--- config.mk ---
export PLATFORM = sky130hd
export DESIGN_NAME = mips_dmem
export DESIGN_NICKNAME = d
export VERILOG_FILES = /design/src/hdl/mips_pkg.sv /design/src/hdl/mips_dmem.sv
export SDC_FILE = /design/constraint.sdc
export NUM_CORES = 2
export LEC_CHECK = 0
export BUFFER_PORTS_ARGS = -buffer_cell sky130_fd_sc_hd__buf_2
export CORE_MARGIN = 10
export CORE_UTILIZATION = 50
export CTS_CLUSTER_SIZE = 25
export DETAILED_ROUTE_END_ITERATION = 10
export PLACE_DENSITY = 0.65
export SETUP_SLACK_MARGIN = 0.15
export SLEW_MARGIN = 20
export SYNTH_ARGS = -nofsm -noshare
export SYNTH_HDL_FRONTEND = slang
export SYNTH_SLANG_ARGS = --single-unit
--- constraint.sdc ---
create_clock -name clk -period 4.5 [get_ports clk]
set_input_delay 0.45 -clock clk [delete_from_list [all_inputs] [get_ports clk]]
set_output_delay 0.45 -clock clk [all_outputs]
set_load 0.05 [all_outputs]
--- src/hdl/mips_pkg.sv ---
package mips_pkg;

    // ==============================
    // widths
    // ==============================

    // data and address width, one word
    localparam int xlen = 32;

    // register index width
    localparam int reg_addr_w = 5;

    // link register written by jal
    localparam logic [reg_addr_w-1:0] ra_index = 5'd31;

    // ==============================
    // instruction encodings
    // ==============================

    // primary opcode, ir[31:26]
    typedef enum logic [5:0] {
        r_type = 6'h00,
        j      = 6'h02,
        jal    = 6'h03,
        beq    = 6'h04,
        addi   = 6'h08,
        lw     = 6'h23,
        sw     = 6'h2B
    } opcode_e;

    // function field of r-type, ir[5:0]
    typedef enum logic [5:0] {
        f_jr  = 6'h08,
        f_add = 6'h20,
        f_sub = 6'h22,
        f_and = 6'h24,
        f_or  = 6'h25,
        f_slt = 6'h2A
    } funct_e;

    // ==============================
    // alu operations
    // ==============================

    // resolved by the decoder, one step
    typedef enum logic [2:0] {
        alu_add = 3'd0,
        alu_sub = 3'd1,
        alu_and = 3'd2,
        alu_or  = 3'd3,
        alu_slt = 3'd4
    } alu_op_e;

endpackage

--- src/hdl/mips_dmem.sv ---
module mips_dmem #(
    parameter int DMEM_ADDR_W = 7
) (
    input  logic                      clk,
    input  logic                      cen,
    input  logic                      wen,
    input  logic                      oen,
    input  logic [DMEM_ADDR_W-1:0]    a,
    input  logic [mips_pkg::xlen-1:0] wdata,
    output logic [mips_pkg::xlen-1:0] rdata
);

    localparam int depth = 2 ** DMEM_ADDR_W;

    // word array, behaves like an sram macro
    logic [mips_pkg::xlen-1:0] mem [0:depth-1];

    logic write_en;
    logic read_en;

    // ==============================
    // strobe decode
    // ==============================

    // all strobes active low
    assign write_en = !cen && !wen;
    assign read_en  = !cen && wen && !oen;

    // ==============================
    // array access
    // ==============================

    always_ff @(posedge clk) begin
        if (write_en) begin
            mem[a] <= wdata;
        end
    end

    // asynchronous read, zero when deselected
    assign rdata = read_en ? mem[a] : '0;

endmodule

Yosys cells after proc, flatten, opt, wreduce, memory -nomap -nowiden
Memories as Yosys holds them, arrays and structs flattened.
Index checks and enable logic that the tools add are counted.
{ "classes": {"n_reduce_logical": 6, "mux": 3} }
{ "op_table": {"columns": ["op", "count"], "rows": [
  ["two-way mux 32 bit", 1],
  ["logical AND 1 bit", 3],
  ["zero test 1 bit", 3],
  ["two-way mux 1 bit", 2]
]} }
{ "totals": {"elab_cells": 10, "output_inout_bits": 32, "mem_count": 1, "inputBits": 43, "ram_bits": 4096, "regBits": 0} }
{ "memory_table": {"columns": ["memory", "words", "word_bits", "rd", "rd_clocked_by_memory_dff", "wr", "line", "text"], "rows": [
  ["mem", 128, 32, 1, 0, 1, "mips_dmem.sv:16", "logic [mips_pkg::xlen-1:0] mem [0:depth-1];"]
]} }

Longest topological paths before layout
{ "depth": {"word_depth": 4, "ltp_mapped": 13} }

Worst setup path after synthesis
Ideal clock, no wire load.
{ "synth_timing": {"path_kind": "input-to-reg", "startpoint": "in a[2]", "endpoint": "mem mem[114][0] (netlist bit), enable pin", "path_buffers": 7, "required_time_ns": 4.079, "setup_slack_ns": 0.730, "cell_stages": 10, "arrival_time_ns": 3.349, "setup_ns": 0.421, "cell_sequence": "buf_6 > buf_6 > buf_4 > buf_4 > buf_2 > buf_2 > nor3_1 > nand2_1 > buf_2 > nor2_1"} }
{ "synth_rtl": {"columns": ["element", "line", "text"], "rows": [
  ["start, declared", "mips_dmem.sv:8", "input logic [DMEM_ADDR_W-1:0] a,"],
  ["end, declared", "mips_dmem.sv:16", null]
]} }
No word-level cell before the write port.

Worst setup path in the final report
{ "layout_timing": {"startpoint": "in a[1]", "endpoint": "out rdata[31] (netlist bit)"} }
{ "layout_via": {"elab_chain_len": 2} }
{ "layout_lines": {"columns": ["element", "line", "text"], "rows": [
  ["memory read (128 x 32 bit)", null, null],
  ["two-way mux 32 bit", "mips_dmem.sv:40", "assign rdata = read_en ? mem[a] : '0;"],
  ["end, declared", "mips_dmem.sv:10", "output logic [mips_pkg::xlen-1:0] rdata"]
]} }
No other way between the ends.

==> summary by stage <==
Cells and area
In the final design database the tool counted 10100 nets. The final non-filler cell total is 14500. The register with the most flip-flops in the layout has 4096 of them. The largest registers in the layout are mem: 4096 flops.

The share of final-layout standard cells stronger than drive strength 1 is 16.2%. The filler cells instantiated in the layout total 23400. mem holds more flip-flops than any other register.

The layout overhead on the synthesized area is 14.8%.

Worst hold path
The path class of the tightest hold or removal check is in -> reg.

Synthesis
The average instance in the mapped netlist occupies 16.6 um2. After synthesis, flip-flops and latches occupy 77.1% of the total area. The dominant register cell in the synthesized netlist is edfxtp_1. In this run, distinct cell masters in the synthesized netlist total 71. After synthesis, the share of flip-flops with an asynchronous set or reset is 0%. The synthesized instance count is 9598.

Counting instances in the post-synthesis netlist gives the leading cell types as 4096 x edfxtp_1, 734 x a21oi_1, 621 x mux2i_1, 508 x nor2_1, 494 x a22oi_1. The count of state elements after synthesis is 4096. The largest total area in the synthesized netlist belongs to edfxtp_1. The most common cell in the synthesized netlist is edfxtp_1. After synthesis, the cell types taking the most area are edfxtp_1 77%, mux2i_1 3.9%, a22oi_1 2.3%, a21oi_1 2.3%, a221oi_1 2.1%.

The synthesized netlist occupies a cell area of 159000 um2. Summed over its instances, the top area cell type makes up 77.1% of the synthesized netlist area. In this run, synthesis inferred 4096 flip-flops with an integrated enable. The net count of the mapped netlist is 9641. For this run, the number of Yosys warnings is 0.

Clocking
The level count of the clock H-tree is 5. After clock tree synthesis, the clock-pin slew on the worst setup and hold paths is 0.06 ns. TritonCTS built the clock tree. The largest buffer count on any clock path is 4.

The TritonCTS sink count is 4096. Buffers inserted during clock tree synthesis total 402. The clock tree root driver cell is clkbuf_16.

Placement
The count of input and output buffers is 74. Once placement completed, the tool counted placed cells totaling 13800. Routability-driven placement finished with a final weighted congestion of 0.956. The wire-length estimate of the detail-placed layout is 302000 um.

Floorplan
The initial utilization of the core area, before any placement, comes to 50.2%. The floorplan step set the die height to 585 um. The total I/O pin count is 75. The total die area is 342000 um2.

The horizontal die dimension is 585 um. The core region area is 318000 um2. The row count is 207.

Routing
The detailed router finished its first iteration with 16600 violations. After detailed routing, the number of remaining DRC violations is 0. The wire length reported by the detailed router is 507000 um. The average wire per cell in the routed design is 34.9 um.

The count of nets left with antenna violations after detail routing is 0. The iteration count of the initial detailed-routing pass is 10. The number of vias after detailed routing is 98300. The via density per instance is 6.76.

Timing
Static timing analysis puts the maximum clock frequency at 222 MHz. At the pin with the least slew margin, the transition time is 1.29 ns. The number of hold violations in the final report was 0. The tightest slew margin relative to the limit is 11.7%.

The number of max-slew violations in the final report came to 0. Setup repair after global routing could not meet its margin everywhere. The final setup violation count is 2. The minimum clock period is 4.51 ns.

In the post-route analysis, the smallest setup slack over all paths is -0.00692 ns. The fraction of the cycle the final worst path needs is 100%.

Critical path
The cell family contributing the most delay on the critical path is compound AO/OA/AOI/OAI gates. The kind of end point of the critical path is an output pin. The largest incremental delay on the critical path is 1.09 ns. The critical path contains buffers and inverters numbering 5 combined. On the critical path, the stage with the largest delay is an instance of a2111oi_0. The signal on the critical path passes through buf_8 > inv_8 > nand2_2 > buf_4 > o22ai_1 > or2_2 > a2111oi_0 > a211o_1 > a31oi_1 > buf_4 > buf_12.

The most numerous cell on the critical path is buf_4. The critical path required time is 4.05 ns. The largest fanout on the critical path is 28. The worst setup path is of the in -> out kind. The critical path arrival is 4.06 ns. STA classifies the critical path startpoint as a primary input.

Global route
The global-route wire length before repair is 710000 um. Global routing used 28.6% of the available tracks across all layers. The largest net degree at the start of global routing is 129. The via count of the first global-routing pass came to 94700.

The number of antenna violations at the first check in global routing is 32. Global routing finished with a remaining overflow of 0.

Power and ir drop
The power density relative to cell area is 439 nW/um2. Across the VDD grid, the largest voltage drop is 411 uV. For this design the total switching power over the nets is 18100 uW.

The net switching fraction of the power is 22.5%. Of the total power, the clock network draws 41.4%. The internal power of the cells totals 62300 uW. Overall power consumption after layout is estimated at 80400 uW.

Of the total power, combinational logic draws 6.2%. The reported leakage power is 0.0586 uW. In this run, flip-flops and latches consume 52.4% of the power.

Outcome
The final reports fail on negative setup slack. The run finished, with violations left.

Job
The max-cap check violation count is 0.
[worst paths after layout]
kind,from,cells after the start,slack (ns),to
setup / recovery,a[1],11,-0.007,rdata[31]
hold / removal,wdata[2],1,0.04,mem[111][2]
[routing by layer]
layer  track usage (%)  wire length, um
met5                 0               27
met4              13.9            30000
met3              7.00            62400
met2              43.7           229000
met1              38.8           186000
[metrics by stage]
| stage | instance area [um2] | hold slack, ns | setup WS [ns] | util (%) | TNS (ns) |
|---|---|---|---|---|---|
| 2_1_floorplan | 159000 | 0.549 | 0.730 | - | 0 |
| 3_3_place_gp | 170000 | 0.676 | -0.319 | 53.4 | -0.469 |
| 3_5_place_dp | 170000 | 0.675 | -0.355 | 53.4 | -0.505 |
| 4_1_cts | 183000 | 0.00177 | 0.0339 | 57.6 | 0 |
| 5_1_grt | 183000 | 0.0288 | 0.0894 | 57.6 | 0 |
| 6_report | 183000 | 0.0429 | -0.00692 | 57.6 | -0.0126 |
[power by group through the flow]
| stage | combinational (uW) | clock (uW) | sequential [uW] |
|---|---|---|---|
| 2_1_floorplan | 2250 | 0 | 42900 |
| 3_3_place_gp | 4720 | 0 | 42900 |
| 3_5_place_dp | 4790 | 0 | 42900 |
| 4_1_cts | 4840 | 33500 | 42100 |
| 5_1_grt | 5140 | 35100 | 42100 |
| 6_report | 4980 | 33300 | 42100 |
[what timing repair did]
| item | 4_1_cts | 5_1_grt |
|---|---|---|
| gates resized for setup | 14 | 13 |
| setup buffers | 1 | 0 |
| setup endpoints to repair | 6 | 11 |
| hold buffers | 5 | 0 |
| pin swaps | 4 | 5 |
| hold endpoints to repair | 72 | 0 |
| gates cloned | 2 | 2 |
[final cells by class]
type	instances	area (um2)	share of cell area [%]
flip-flops and latches	4096	123000	67.2
inverters	5	35.0	0.0191
clock inverters	250	2520	1.38
multi-input cells	4743	33900	18.5
clock buffers	483	10400	5.71
repair buffers	775	7940	4.34
well taps	4180	5230	2.86
diodes	9	22.5	0.0123
[kinds of logic (layout without fill, tap and decap cells)]
family / Yosys count / after routing / share of synthesized area (%)
buf+inv: 760 / 1513 / 2.38
simple gates: 1084 / 1085 / 3.02
flops: 4096 / 4096 / 77.1
compound gates: 2896 / 2896 / 12.3
other cells: 0 / 9 / 0
mux: 762 / 762 / 5.15
[layout by cell type (no fill, tap or decap), types with 276 or more instances in the layout]
cell type,instances
a221oi_1,388
clkbuf_16,407
a21oi_1,734
edfxtp_1,4096
nor2_1,375
mux2i_1,621
nand2_1,276
a22oi_1,493
buf_4,596
o21ai_0,431
Power figures use the tool's default switching activity.
