--- src/hdl/mips_pkg.sv ---
package mips_pkg;

    // ==============================
    // widths
    // ==============================

    // data and address width, one word
    localparam int xlen = 32;

    // register index width
    localparam int reg_addr_w = 5;

    // link register written by jal
    localparam logic [reg_addr_w-1:0] ra_index = 5'd31;

    // ==============================
    // instruction encodings
    // ==============================

    // primary opcode, ir[31:26]
    typedef enum logic [5:0] {
        r_type = 6'h00,
        j      = 6'h02,
        jal    = 6'h03,
        beq    = 6'h04,
        addi   = 6'h08,
        lw     = 6'h23,
        sw     = 6'h2B
    } opcode_e;

    // function field of r-type, ir[5:0]
    typedef enum logic [5:0] {
        f_jr  = 6'h08,
        f_add = 6'h20,
        f_sub = 6'h22,
        f_and = 6'h24,
        f_or  = 6'h25,
        f_slt = 6'h2A
    } funct_e;

    // ==============================
    // alu operations
    // ==============================

    // resolved by the decoder, one step
    typedef enum logic [2:0] {
        alu_add = 3'd0,
        alu_sub = 3'd1,
        alu_and = 3'd2,
        alu_or  = 3'd3,
        alu_slt = 3'd4
    } alu_op_e;

endpackage

--- src/hdl/mips_decoder.sv ---
module mips_decoder (
    input  logic [5:0]        opcode,
    input  logic [5:0]        funct,
    output logic              reg_dst,
    output logic              alu_src,
    output logic              mem_to_reg,
    output logic              reg_write,
    output logic              mem_read,
    output logic              mem_write,
    output logic              branch,
    output logic              jump,
    output logic              is_jal,
    output logic              is_jr,
    output mips_pkg::alu_op_e alu_op
);

    mips_pkg::opcode_e op;
    mips_pkg::funct_e  fn;

    assign op = mips_pkg::opcode_e'(opcode);
    assign fn = mips_pkg::funct_e'(funct);

    always_comb begin
        // unknown encodings fall through as a no-op
        reg_dst    = 1'b0;
        alu_src    = 1'b0;
        mem_to_reg = 1'b0;
        reg_write  = 1'b0;
        mem_read   = 1'b0;
        mem_write  = 1'b0;
        branch     = 1'b0;
        jump       = 1'b0;
        is_jal     = 1'b0;
        is_jr      = 1'b0;
        alu_op     = mips_pkg::alu_add;
        case (op)
            mips_pkg::r_type: begin
                reg_dst = 1'b1;
                // funct picks the alu op directly
                case (fn)
                    mips_pkg::f_add: reg_write = 1'b1;
                    mips_pkg::f_sub: begin
                        reg_write = 1'b1;
                        alu_op    = mips_pkg::alu_sub;
                    end
                    mips_pkg::f_and: begin
                        reg_write = 1'b1;
                        alu_op    = mips_pkg::alu_and;
                    end
                    mips_pkg::f_or: begin
                        reg_write = 1'b1;
                        alu_op    = mips_pkg::alu_or;
                    end
                    mips_pkg::f_slt: begin
                        reg_write = 1'b1;
                        alu_op    = mips_pkg::alu_slt;
                    end
                    mips_pkg::f_jr: is_jr = 1'b1;
                    default: reg_dst = 1'b1;
                endcase
            end
            mips_pkg::addi: begin
                alu_src   = 1'b1;
                reg_write = 1'b1;
            end
            mips_pkg::lw: begin
                alu_src    = 1'b1;
                mem_read   = 1'b1;
                mem_to_reg = 1'b1;
                reg_write  = 1'b1;
            end
            mips_pkg::sw: begin
                alu_src   = 1'b1;
                mem_write = 1'b1;
            end
            mips_pkg::beq: begin
                branch = 1'b1;
                alu_op = mips_pkg::alu_sub;
            end
            mips_pkg::j: jump = 1'b1;
            mips_pkg::jal: begin
                jump      = 1'b1;
                is_jal    = 1'b1;
                reg_write = 1'b1;
            end
            default: alu_op = mips_pkg::alu_add;
        endcase
    end

endmodule

--- src/hdl/mips_alu.sv ---
module mips_alu (
    input  logic [mips_pkg::xlen-1:0] a,
    input  logic [mips_pkg::xlen-1:0] b,
    input  mips_pkg::alu_op_e         op,
    output logic [mips_pkg::xlen-1:0] result,
    output logic                      zero
);

    always_comb begin
        case (op)
            mips_pkg::alu_add: begin
                result = a + b;
            end
            mips_pkg::alu_sub: begin
                result = a - b;
            end
            mips_pkg::alu_and: begin
                result = a & b;
            end
            mips_pkg::alu_or: begin
                result = a | b;
            end
            // signed compare, one in bit 0
            mips_pkg::alu_slt: begin
                result = {{(mips_pkg::xlen-1){1'b0}}, ($signed(a) < $signed(b))};
            end
            default: begin
                result = '0;
            end
        endcase
    end

    // flag on any operation, beq uses it after sub
    assign zero = (result == '0);

endmodule

--- src/hdl/mips_regfile.sv ---
module mips_regfile (
    input  logic                            clk,
    input  logic                            rst_n,
    input  logic                            we,
    input  logic [mips_pkg::reg_addr_w-1:0] raddr1,
    input  logic [mips_pkg::reg_addr_w-1:0] raddr2,
    input  logic [mips_pkg::reg_addr_w-1:0] waddr,
    input  logic [mips_pkg::xlen-1:0]       wdata,
    output logic [mips_pkg::xlen-1:0]       rdata1,
    output logic [mips_pkg::xlen-1:0]       rdata2
);

    localparam int depth = 2 ** mips_pkg::reg_addr_w;

    logic [mips_pkg::xlen-1:0] regs [0:depth-1];

    // ==============================
    // read ports
    // ==============================

    // r0 is hardwired to zero
    assign rdata1 = (raddr1 == '0) ? '0 : regs[raddr1];
    assign rdata2 = (raddr2 == '0) ? '0 : regs[raddr2];

    // ==============================
    // write port
    // ==============================

    always_ff @(posedge clk) begin
        if (rst_n) begin
            for (int i = 0; i < depth; i++) begin
                regs[i] <= '0;
            end
        end else if (we && (waddr != '0)) begin
            regs[waddr] <= wdata;
        end
    end

endmodule

--- src/hdl/mips_core.sv ---
module mips_core #(
    parameter int DMEM_ADDR_W = 7
) (
    input  logic                            clk,
    input  logic                            rst_n,
    input  logic [mips_pkg::xlen-1:0]       ir,
    input  logic [mips_pkg::xlen-1:0]       rdata,
    output logic [mips_pkg::xlen-1:0]       ir_addr,
    output logic                            cen,
    output logic                            wen,
    output logic                            oen,
    output logic [DMEM_ADDR_W-1:0]          a,
    output logic [mips_pkg::xlen-1:0]       wdata,
    output logic                            rf_we,
    output logic [mips_pkg::reg_addr_w-1:0] rf_waddr,
    output logic [mips_pkg::xlen-1:0]       rf_wdata
);

    logic [mips_pkg::xlen-1:0]       pc;
    logic [mips_pkg::xlen-1:0]       pc_plus_4;
    logic [mips_pkg::xlen-1:0]       pc_next;
    logic [mips_pkg::xlen-1:0]       imm_sext;
    logic [mips_pkg::xlen-1:0]       branch_target;
    logic [mips_pkg::xlen-1:0]       jump_target;
    logic [mips_pkg::reg_addr_w-1:0] rs;
    logic [mips_pkg::reg_addr_w-1:0] rt;
    logic [mips_pkg::reg_addr_w-1:0] rd;
    logic [mips_pkg::xlen-1:0]       rs_data;
    logic [mips_pkg::xlen-1:0]       rt_data;
    logic [mips_pkg::xlen-1:0]       alu_b;
    logic [mips_pkg::xlen-1:0]       alu_result;
    logic                            alu_zero;
    logic                            reg_dst;
    logic                            alu_src;
    logic                            mem_to_reg;
    logic                            reg_write;
    logic                            mem_read;
    logic                            mem_write;
    logic                            branch;
    logic                            jump;
    logic                            is_jal;
    logic                            is_jr;
    mips_pkg::alu_op_e               alu_op;

    assign rs       = ir[25:21];
    assign rt       = ir[20:16];
    assign rd       = ir[15:11];
    assign imm_sext = {{16{ir[15]}}, ir[15:0]};

    mips_decoder u_decoder (
        .opcode     (ir[31:26]),
        .funct      (ir[5:0]),
        .reg_dst    (reg_dst),
        .alu_src    (alu_src),
        .mem_to_reg (mem_to_reg),
        .reg_write  (reg_write),
        .mem_read   (mem_read),
        .mem_write  (mem_write),
        .branch     (branch),
        .jump       (jump),
        .is_jal     (is_jal),
        .is_jr      (is_jr),
        .alu_op     (alu_op)
    );

    mips_regfile u_regfile (
        .clk    (clk),
        .rst_n  (rst_n),
        .we     (rf_we),
        .raddr1 (rs),
        .raddr2 (rt),
        .waddr  (rf_waddr),
        .wdata  (rf_wdata),
        .rdata1 (rs_data),
        .rdata2 (rt_data)
    );

    assign alu_b = alu_src ? imm_sext : rt_data;

    mips_alu u_alu (
        .a      (rs_data),
        .b      (alu_b),
        .op     (alu_op),
        .result (alu_result),
        .zero   (alu_zero)
    );

    // ==============================
    // next pc
    // ==============================

    assign pc_plus_4     = pc + 32'd4;
    assign branch_target = pc_plus_4 + {imm_sext[mips_pkg::xlen-3:0], 2'b00};
    // region of pc+4 joined with the word target
    assign jump_target   = {pc_plus_4[31:28], ir[25:0], 2'b00};

    always_comb begin
        if (is_jr) begin
            pc_next = rs_data;
        end else if (jump) begin
            pc_next = jump_target;
        end else if (branch && alu_zero) begin
            pc_next = branch_target;
        end else begin
            pc_next = pc_plus_4;
        end
    end

    always_ff @(posedge clk) begin
        if (rst_n) begin
            pc <= '0;
        end else begin
            pc <= pc_next;
        end
    end

    assign ir_addr = pc;

    // ==============================
    // writeback and sram strobes
    // ==============================

    // a write to r0 never shows on the trace
    assign rf_we    = reg_write && !rst_n && (rf_waddr != '0);
    assign rf_waddr = is_jal ? mips_pkg::ra_index : (reg_dst ? rd : rt);
    assign rf_wdata = is_jal ? pc_plus_4 : (mem_to_reg ? rdata : alu_result);

    // strobes are active low, held off in reset
    assign cen   = !((mem_read || mem_write) && !rst_n);
    assign wen   = !(mem_write && !rst_n);
    assign oen   = 1'b0;
    assign a     = alu_result[DMEM_ADDR_W+1:2];
    assign wdata = rt_data;

endmodule

--- config.mk ---
export PLATFORM = sky130hd
export DESIGN_NAME = mips_core
export DESIGN_NICKNAME = d
export VERILOG_FILES = /design/src/hdl/mips_pkg.sv /design/src/hdl/mips_decoder.sv /design/src/hdl/mips_alu.sv /design/src/hdl/mips_regfile.sv /design/src/hdl/mips_core.sv
export SDC_FILE = /design/constraint.sdc
export NUM_CORES = 2
export LEC_CHECK = 0
export ABC_AREA = 0
export BUFFER_PORTS_ARGS = -buffer_cell sky130_fd_sc_hd__buf_2
export CAP_MARGIN = 20
export CORE_MARGIN = 2
export CORE_UTILIZATION = 45
export CTS_CLUSTER_DIAMETER = 200
export CTS_CLUSTER_SIZE = 8
export DETAILED_ROUTE_END_ITERATION = 7
export PLACE_DENSITY_LB_ADDON = 0.2
export SLEW_MARGIN = 20
export SYNTH_ARGS = -nofsm -noshare
export SYNTH_HDL_FRONTEND = slang
export SYNTH_SLANG_ARGS = --single-unit
--- constraint.sdc ---
create_clock -name clk -period 28.1 [get_ports clk]
set_input_delay 4.215 -clock clk [delete_from_list [all_inputs] [get_ports clk]]
set_output_delay 4.215 -clock clk [all_outputs]
set_load 0.05 [all_outputs]
Word-level counts from Yosys, hierarchy flattened. Memories as Yosys holds them, arrays and structs flattened. Cells that the tools add are included.

Reductions and logical operators: 21. Bitwise operators: 2. Add/sub/neg operators: 4. Magnitude comparators: 1. Mux-type cells: 32. Eq/ne operators: 16.

Operators with widths (count): $mux 32 (9); $pmux 32 s5 (1); $add 32x32->32 (2); $eq 6x6->1 const B (7); $add 32x3->32 const B (1); $and 32x32->32 (1); $logic_not 32->1 (1); $lt 32x32->1 (1); $or 32x32->32 (1); $reduce_or 32->1 (1); $sub 32x32->32 (1); $mux 1 (16); $mux 5 (3); $eq 6x2->1 const B (2); $eq 6x4->1 const B (2); $pmux 3 s4 (1); $logic_not 5->1 (2); $eq 3x2->1 const B (2); $eq 6x3->1 const B (1); $logic_and 1x1->1 (6); $logic_not 6->1 (1); $pmux 3 s2 (1); $reduce_or 3->1 (2); $reduce_bool 5->1 (1); other kinds (8) (10).

Flip-flop bits (word level): 32. RAM bits: 1024. Output and inout bits: 112. Word-level logic and storage cells: 78. Memories kept: 1. Input bits: 66.

Memories: u_regfile.regs (words 32, width 32, read ports 2, clocked after memory_dff 0, write ports 32, line mips_regfile.sv:15) `logic [mips_pkg::xlen-1:0] regs [0:depth-1];`.

Longest topological paths before layout.
Word-level depth: 12. Mapped depth: 33. Gate-level depth less buffers: 25.

By module. A second synthesis with hierarchy kept.

Cells, all modules: 5037. Area total of the unflattened synthesis: 64608.2 µm².

Modules (own cells, without submodules): mips_regfile (cells an instance 3502, times used 1, area an instance 54232.0 µm², seq. area each 30749.5 µm²); mips_alu (cells an instance 804, times used 1, area an instance 5228.8 µm², seq. area each 0.0 µm²); mips_core (cells an instance 698, times used 1, area an instance 4932.2 µm², seq. area each 640.6 µm²); mips_decoder (cells an instance 33, times used 1, area an instance 215.2 µm², seq. area each 0.0 µm²).

Worst setup path before layout. OpenSTA, ideal clock, no wires.

Kind: input-to-output. Start point: input ir[21] (netlist bit). End point: output rf_wdata[4] (netlist bit). Data required time: 23885 ps. Arrival: 11059 ps. Stages on the path: 27. Slack: 12826 ps. Buffers on the path: 8. Path through: buf_6 buf_8 buf_6 clkbuf_1 clkbuf_1 clkbuf_1 clkbuf_1 mux2i_1 o221ai_1 a221oi_1 nor3_1 inv_1 ha_1 inv_1 fa_1 nor4b_1 a21oi_1 nand3_1 nor4b_1 a21oi_1 xnor2_1 o21ai_0 mux2i_1 nand2_1 o21ai_1 clkbuf_1 inv_1.

Longest elaborated chain between the ends: 6.

Ends and longest elaborated chain: start, declared (line mips_core.sv:6) `input logic [mips_pkg::xlen-1:0] ir,`; $mem_v2 32x32 / $logic_not 5->1 (equally long branches); $mux 32 * (line mips_regfile.sv:22) `assign rdata1 = (raddr1 == '0) ? '0 : regs[raddr1];`; $sub 32x32->32, or another cell as far along (line mips_alu.sv:15) `result = a - b;`; $pmux 32 s5 * (line mips_alu.sv:10) `case (op)`; net a[2] (line mips_core.sv:12) `output logic [DMEM_ADDR_W-1:0] a,`; $mux 32 * (2 in a row) (line mips_core.sv:126) `assign rf_wdata = is_jal ? pc_plus_4 : (mem_to_reg ? rdata : alu_result);`; end, declared (line mips_core.sv:16) `output logic [mips_pkg::xlen-1:0] rf_wdata`.

Mark *: on every way through the listed nets, which the timed path passes. The rest lies on a longest branch.

Worst setup path after layout.
Start point: input ir[21] (netlist bit). End point: output rf_wdata[24] (netlist bit).

Longest elaborated chain between the ends: 6.

Ends and longest elaborated chain (line): $mem_v2 32x32 / $logic_not 5->1 (equally long branches); $mux 32 * (mips_regfile.sv:22); $sub 32x32->32, or another cell as far along (mips_alu.sv:15); $pmux 32 s5 * (mips_alu.sv:10); $mux 32 * (2 in a row) (mips_core.sv:126).

Mark *: on every way between the ends. The rest lies on a longest branch, timed or not.

==> results.ini <==
[route]
vias_per_cell = 6.70
route.vias.total = 45714
drcViolationCount = 0
drt-wirelength-per-cell_um = 34.4
ant_nets = 0
wl_mm = 235
drt-initial-drc-count = 6103
dr.pass1.iters = 8

[job]
max_cap_viol_count = 0

[outcome]
status = finished, final reports clean

[logic_synthesis]
ys_types = 107
ys_warn_count = 0
syn_inst = 4930
syn_area_sq_um = 61700
synth_enable_flop_cells = 1024
ys_seq_area_frac = 0.509
synth_seq_cells = 1056
avgSynthCellArea_sq_um = 12.5
ys.flop_type = edfxtp_1
async_reset_ff_frac = 0

[worst_setup_path]
cp_max_fo = 63
crit_type = in -> out
critPathArrivalTime_ns = 13.41
worstSetupEndpointType = output port
start_kind = primary input
worstPathRequired_ns = 23.89

[layout]
regArea_sq_um = 31400
final_cell_mix = nor2_1 (1190), edfxtp_1 (1024), mux4_2 (506)
final_area_sq_um = 68900
nFillCells = 11831
areaGrowthSynthToFinish_pct = 11.6
num-nets-final = 5200
utilization = 0.507
layout-drive-gt1-share = 0.237
multi_input_area_sq_um = 28500
final_common_cell = nor2_1

[sta]
fin_ws_ns = 10.48
final_max_slew_viol_count = 0
hold_violations = 0
tightest_slew_ns = 1.22
skew_ns = 0.0458
period_minus_slack_ns = 17.62
setup_tns_ns = 0
fmax_ghz = 0.0567
timing.slew.headroom = 0.186
fin_crit_sh = 0.627
rsz0062_at_grt = false
setup_viol = 0

[global_routing]
overflow = 0
grt_pass1_vias = 45058
grt_pass1_wl_mm = 332
gr-usage-all-layers = 0.332
grt_max_degree = 101
antenna_found_initial = 8

[clocking]
cts_sinks = 1056
cts_tree = done
cts_made_buffers = 149
postCtsSetupBuffers = 0
cts_resized = 0
clock_latency_ns = 0.80
clock_path_buffers = 3
root_buffer = clkbuf_16
hold_buffers = 0
htree_num_levels = 4
clk_pin_slew_worst_paths_ns = 0.07

[worst_hold_path]
hold_path.class = reg -> reg

[die]
chipHeight_um = 374
initial_core_util = 0.454
num_rows = 135
die_w_um = 374
die_area_sq_um = 140000
ios = 178
core_area_sq_um = 136000

[power_and_ir_drop]
switchingPower_uw = 1620
clockPowerShare = 0.349
power_uw = 4730
p_per_area_nw_per_um2 = 68.6
max-vdd-ir-drop_mv = 0.0683
swShare = 0.344
p_leak_uw = 0.0263
combPwrFrac = 0.268
power_frac_seq = 0.383
p_int_uw = 3100

[placed_design]
gp_congestion = 0.966
portBuffers = 176
hpwlAfterDp_mm = 147
dpl_cell_area_sq_um = 64800
post-place-ws_ns = 10.49

## power groups by stage
stage          sequential (uW)  combinational [uW]  clock (uW)
6_report                  1810                1270        1650
4_1_cts                   1810                1240        1660
2_1_floorplan             1830                 799           0
3_3_place_gp              1840                1240           0
5_1_grt                   1820                1330        1720
3_5_place_dp              1840                1240           0
## cell families after synthesis
group	count (synthesis)	share of synthesized area
and+or+nand+nor	1666	0.113
DFF	1056	0.509
muxes	788	0.232
AOI/OAI and AO/OA	619	0.0695
buffers and inverters	587	0.0380
adders and majority gates	137	0.0281
xor gates and xnor gates	76	0.0108
other	1	0.0000608
## routing by layer
metal,GRT usage,part of all wire,vias up
li1,-,-,18692
met1,0.445,0.38,23374
met2,0.518,0.46,3083
met3,0.0890,0.12,559
met4,0.126,0.041,6
met5,0,0.00075,-
## final timing paths
path                         startpoint            to  slack [ns]  cells after the start
hold / removal               ir_addr[1]    ir_addr[1]        0.55                      2
hold reg to reg              ir_addr[1]    ir_addr[1]        0.55                      2
setup reg to reg  u_regfile.regs[17][1]    ir_addr[6]       20.34                     23
setup / recovery                 ir[21]  rf_wdata[24]       10.48                     25
## per-stage QoR
stage / instances / hold slack [ns]
after detailed placement: 6626 / 0.535
after CTS: 6816 / 0.544
after floorplan: 4962 / 0.704
after global placement: 6626 / 0.525
final: 6819 / 0.545
after global routing: 6817 / 0.559
## state kept, by name, summed over array words and instances (netlist names)
signal	cells
ir_addr	32
u_regfile.regs	1024
## layout make-up
cell class                 count  share of cell area
antenna                        2           0.0000727
sequential                  1056               0.456
timing repair buffer         329              0.0306
tap                         1781              0.0324
inverter                     142             0.00774
clock buffer                 182              0.0578
multi-input combinational   3319               0.414
clock inverter                 8             0.00162
## critical path, cell delays in order
cell and delay, ns:
buf_8 0.55, buf_4 0.86, buf_4 0.90, buf_4 0.76
or3_1 0.83, o31ai_4 0.23, nor2_1 0.38, ha_1 0.36
nor3_1 0.21, nor2_1 0.10, a21oi_1 0.20, a211oi_2 0.10
o21ai_0 0.43, a21oi_1 0.27, a211oi_1 0.56, o21ai_0 0.21
a221oi_1 0.28, o21a_1 0.18, xor2_1 0.06, a21oi_1 0.28
a21oi_1 0.18, mux2i_4 0.18, buf_4 0.37, inv_1 0.18
buf_2 0.25
## synth_stat cells, types with 33 or more instances
library cell	instances	area [sq um]
nor2_1	1191	4470
edfxtp_1	1024	30700
mux4_2	506	11400
clkbuf_1	359	1350
mux2i_1	232	2320
nand2_1	176	661
a21oi_1	149	746
inv_1	139	522
ha_1	134	1680
o21ai_0	76	380
nor3_1	66	330
a22oi_1	56	420
nand3_1	56	280
buf_1	55	206
xnor2_1	53	464
o221ai_1	50	438
mux2_2	47	529
nand2b_1	43	269
a221oi_1	37	324
o21ai_1	33	165
No activity file was read; power rests on OpenSTA's default activity.
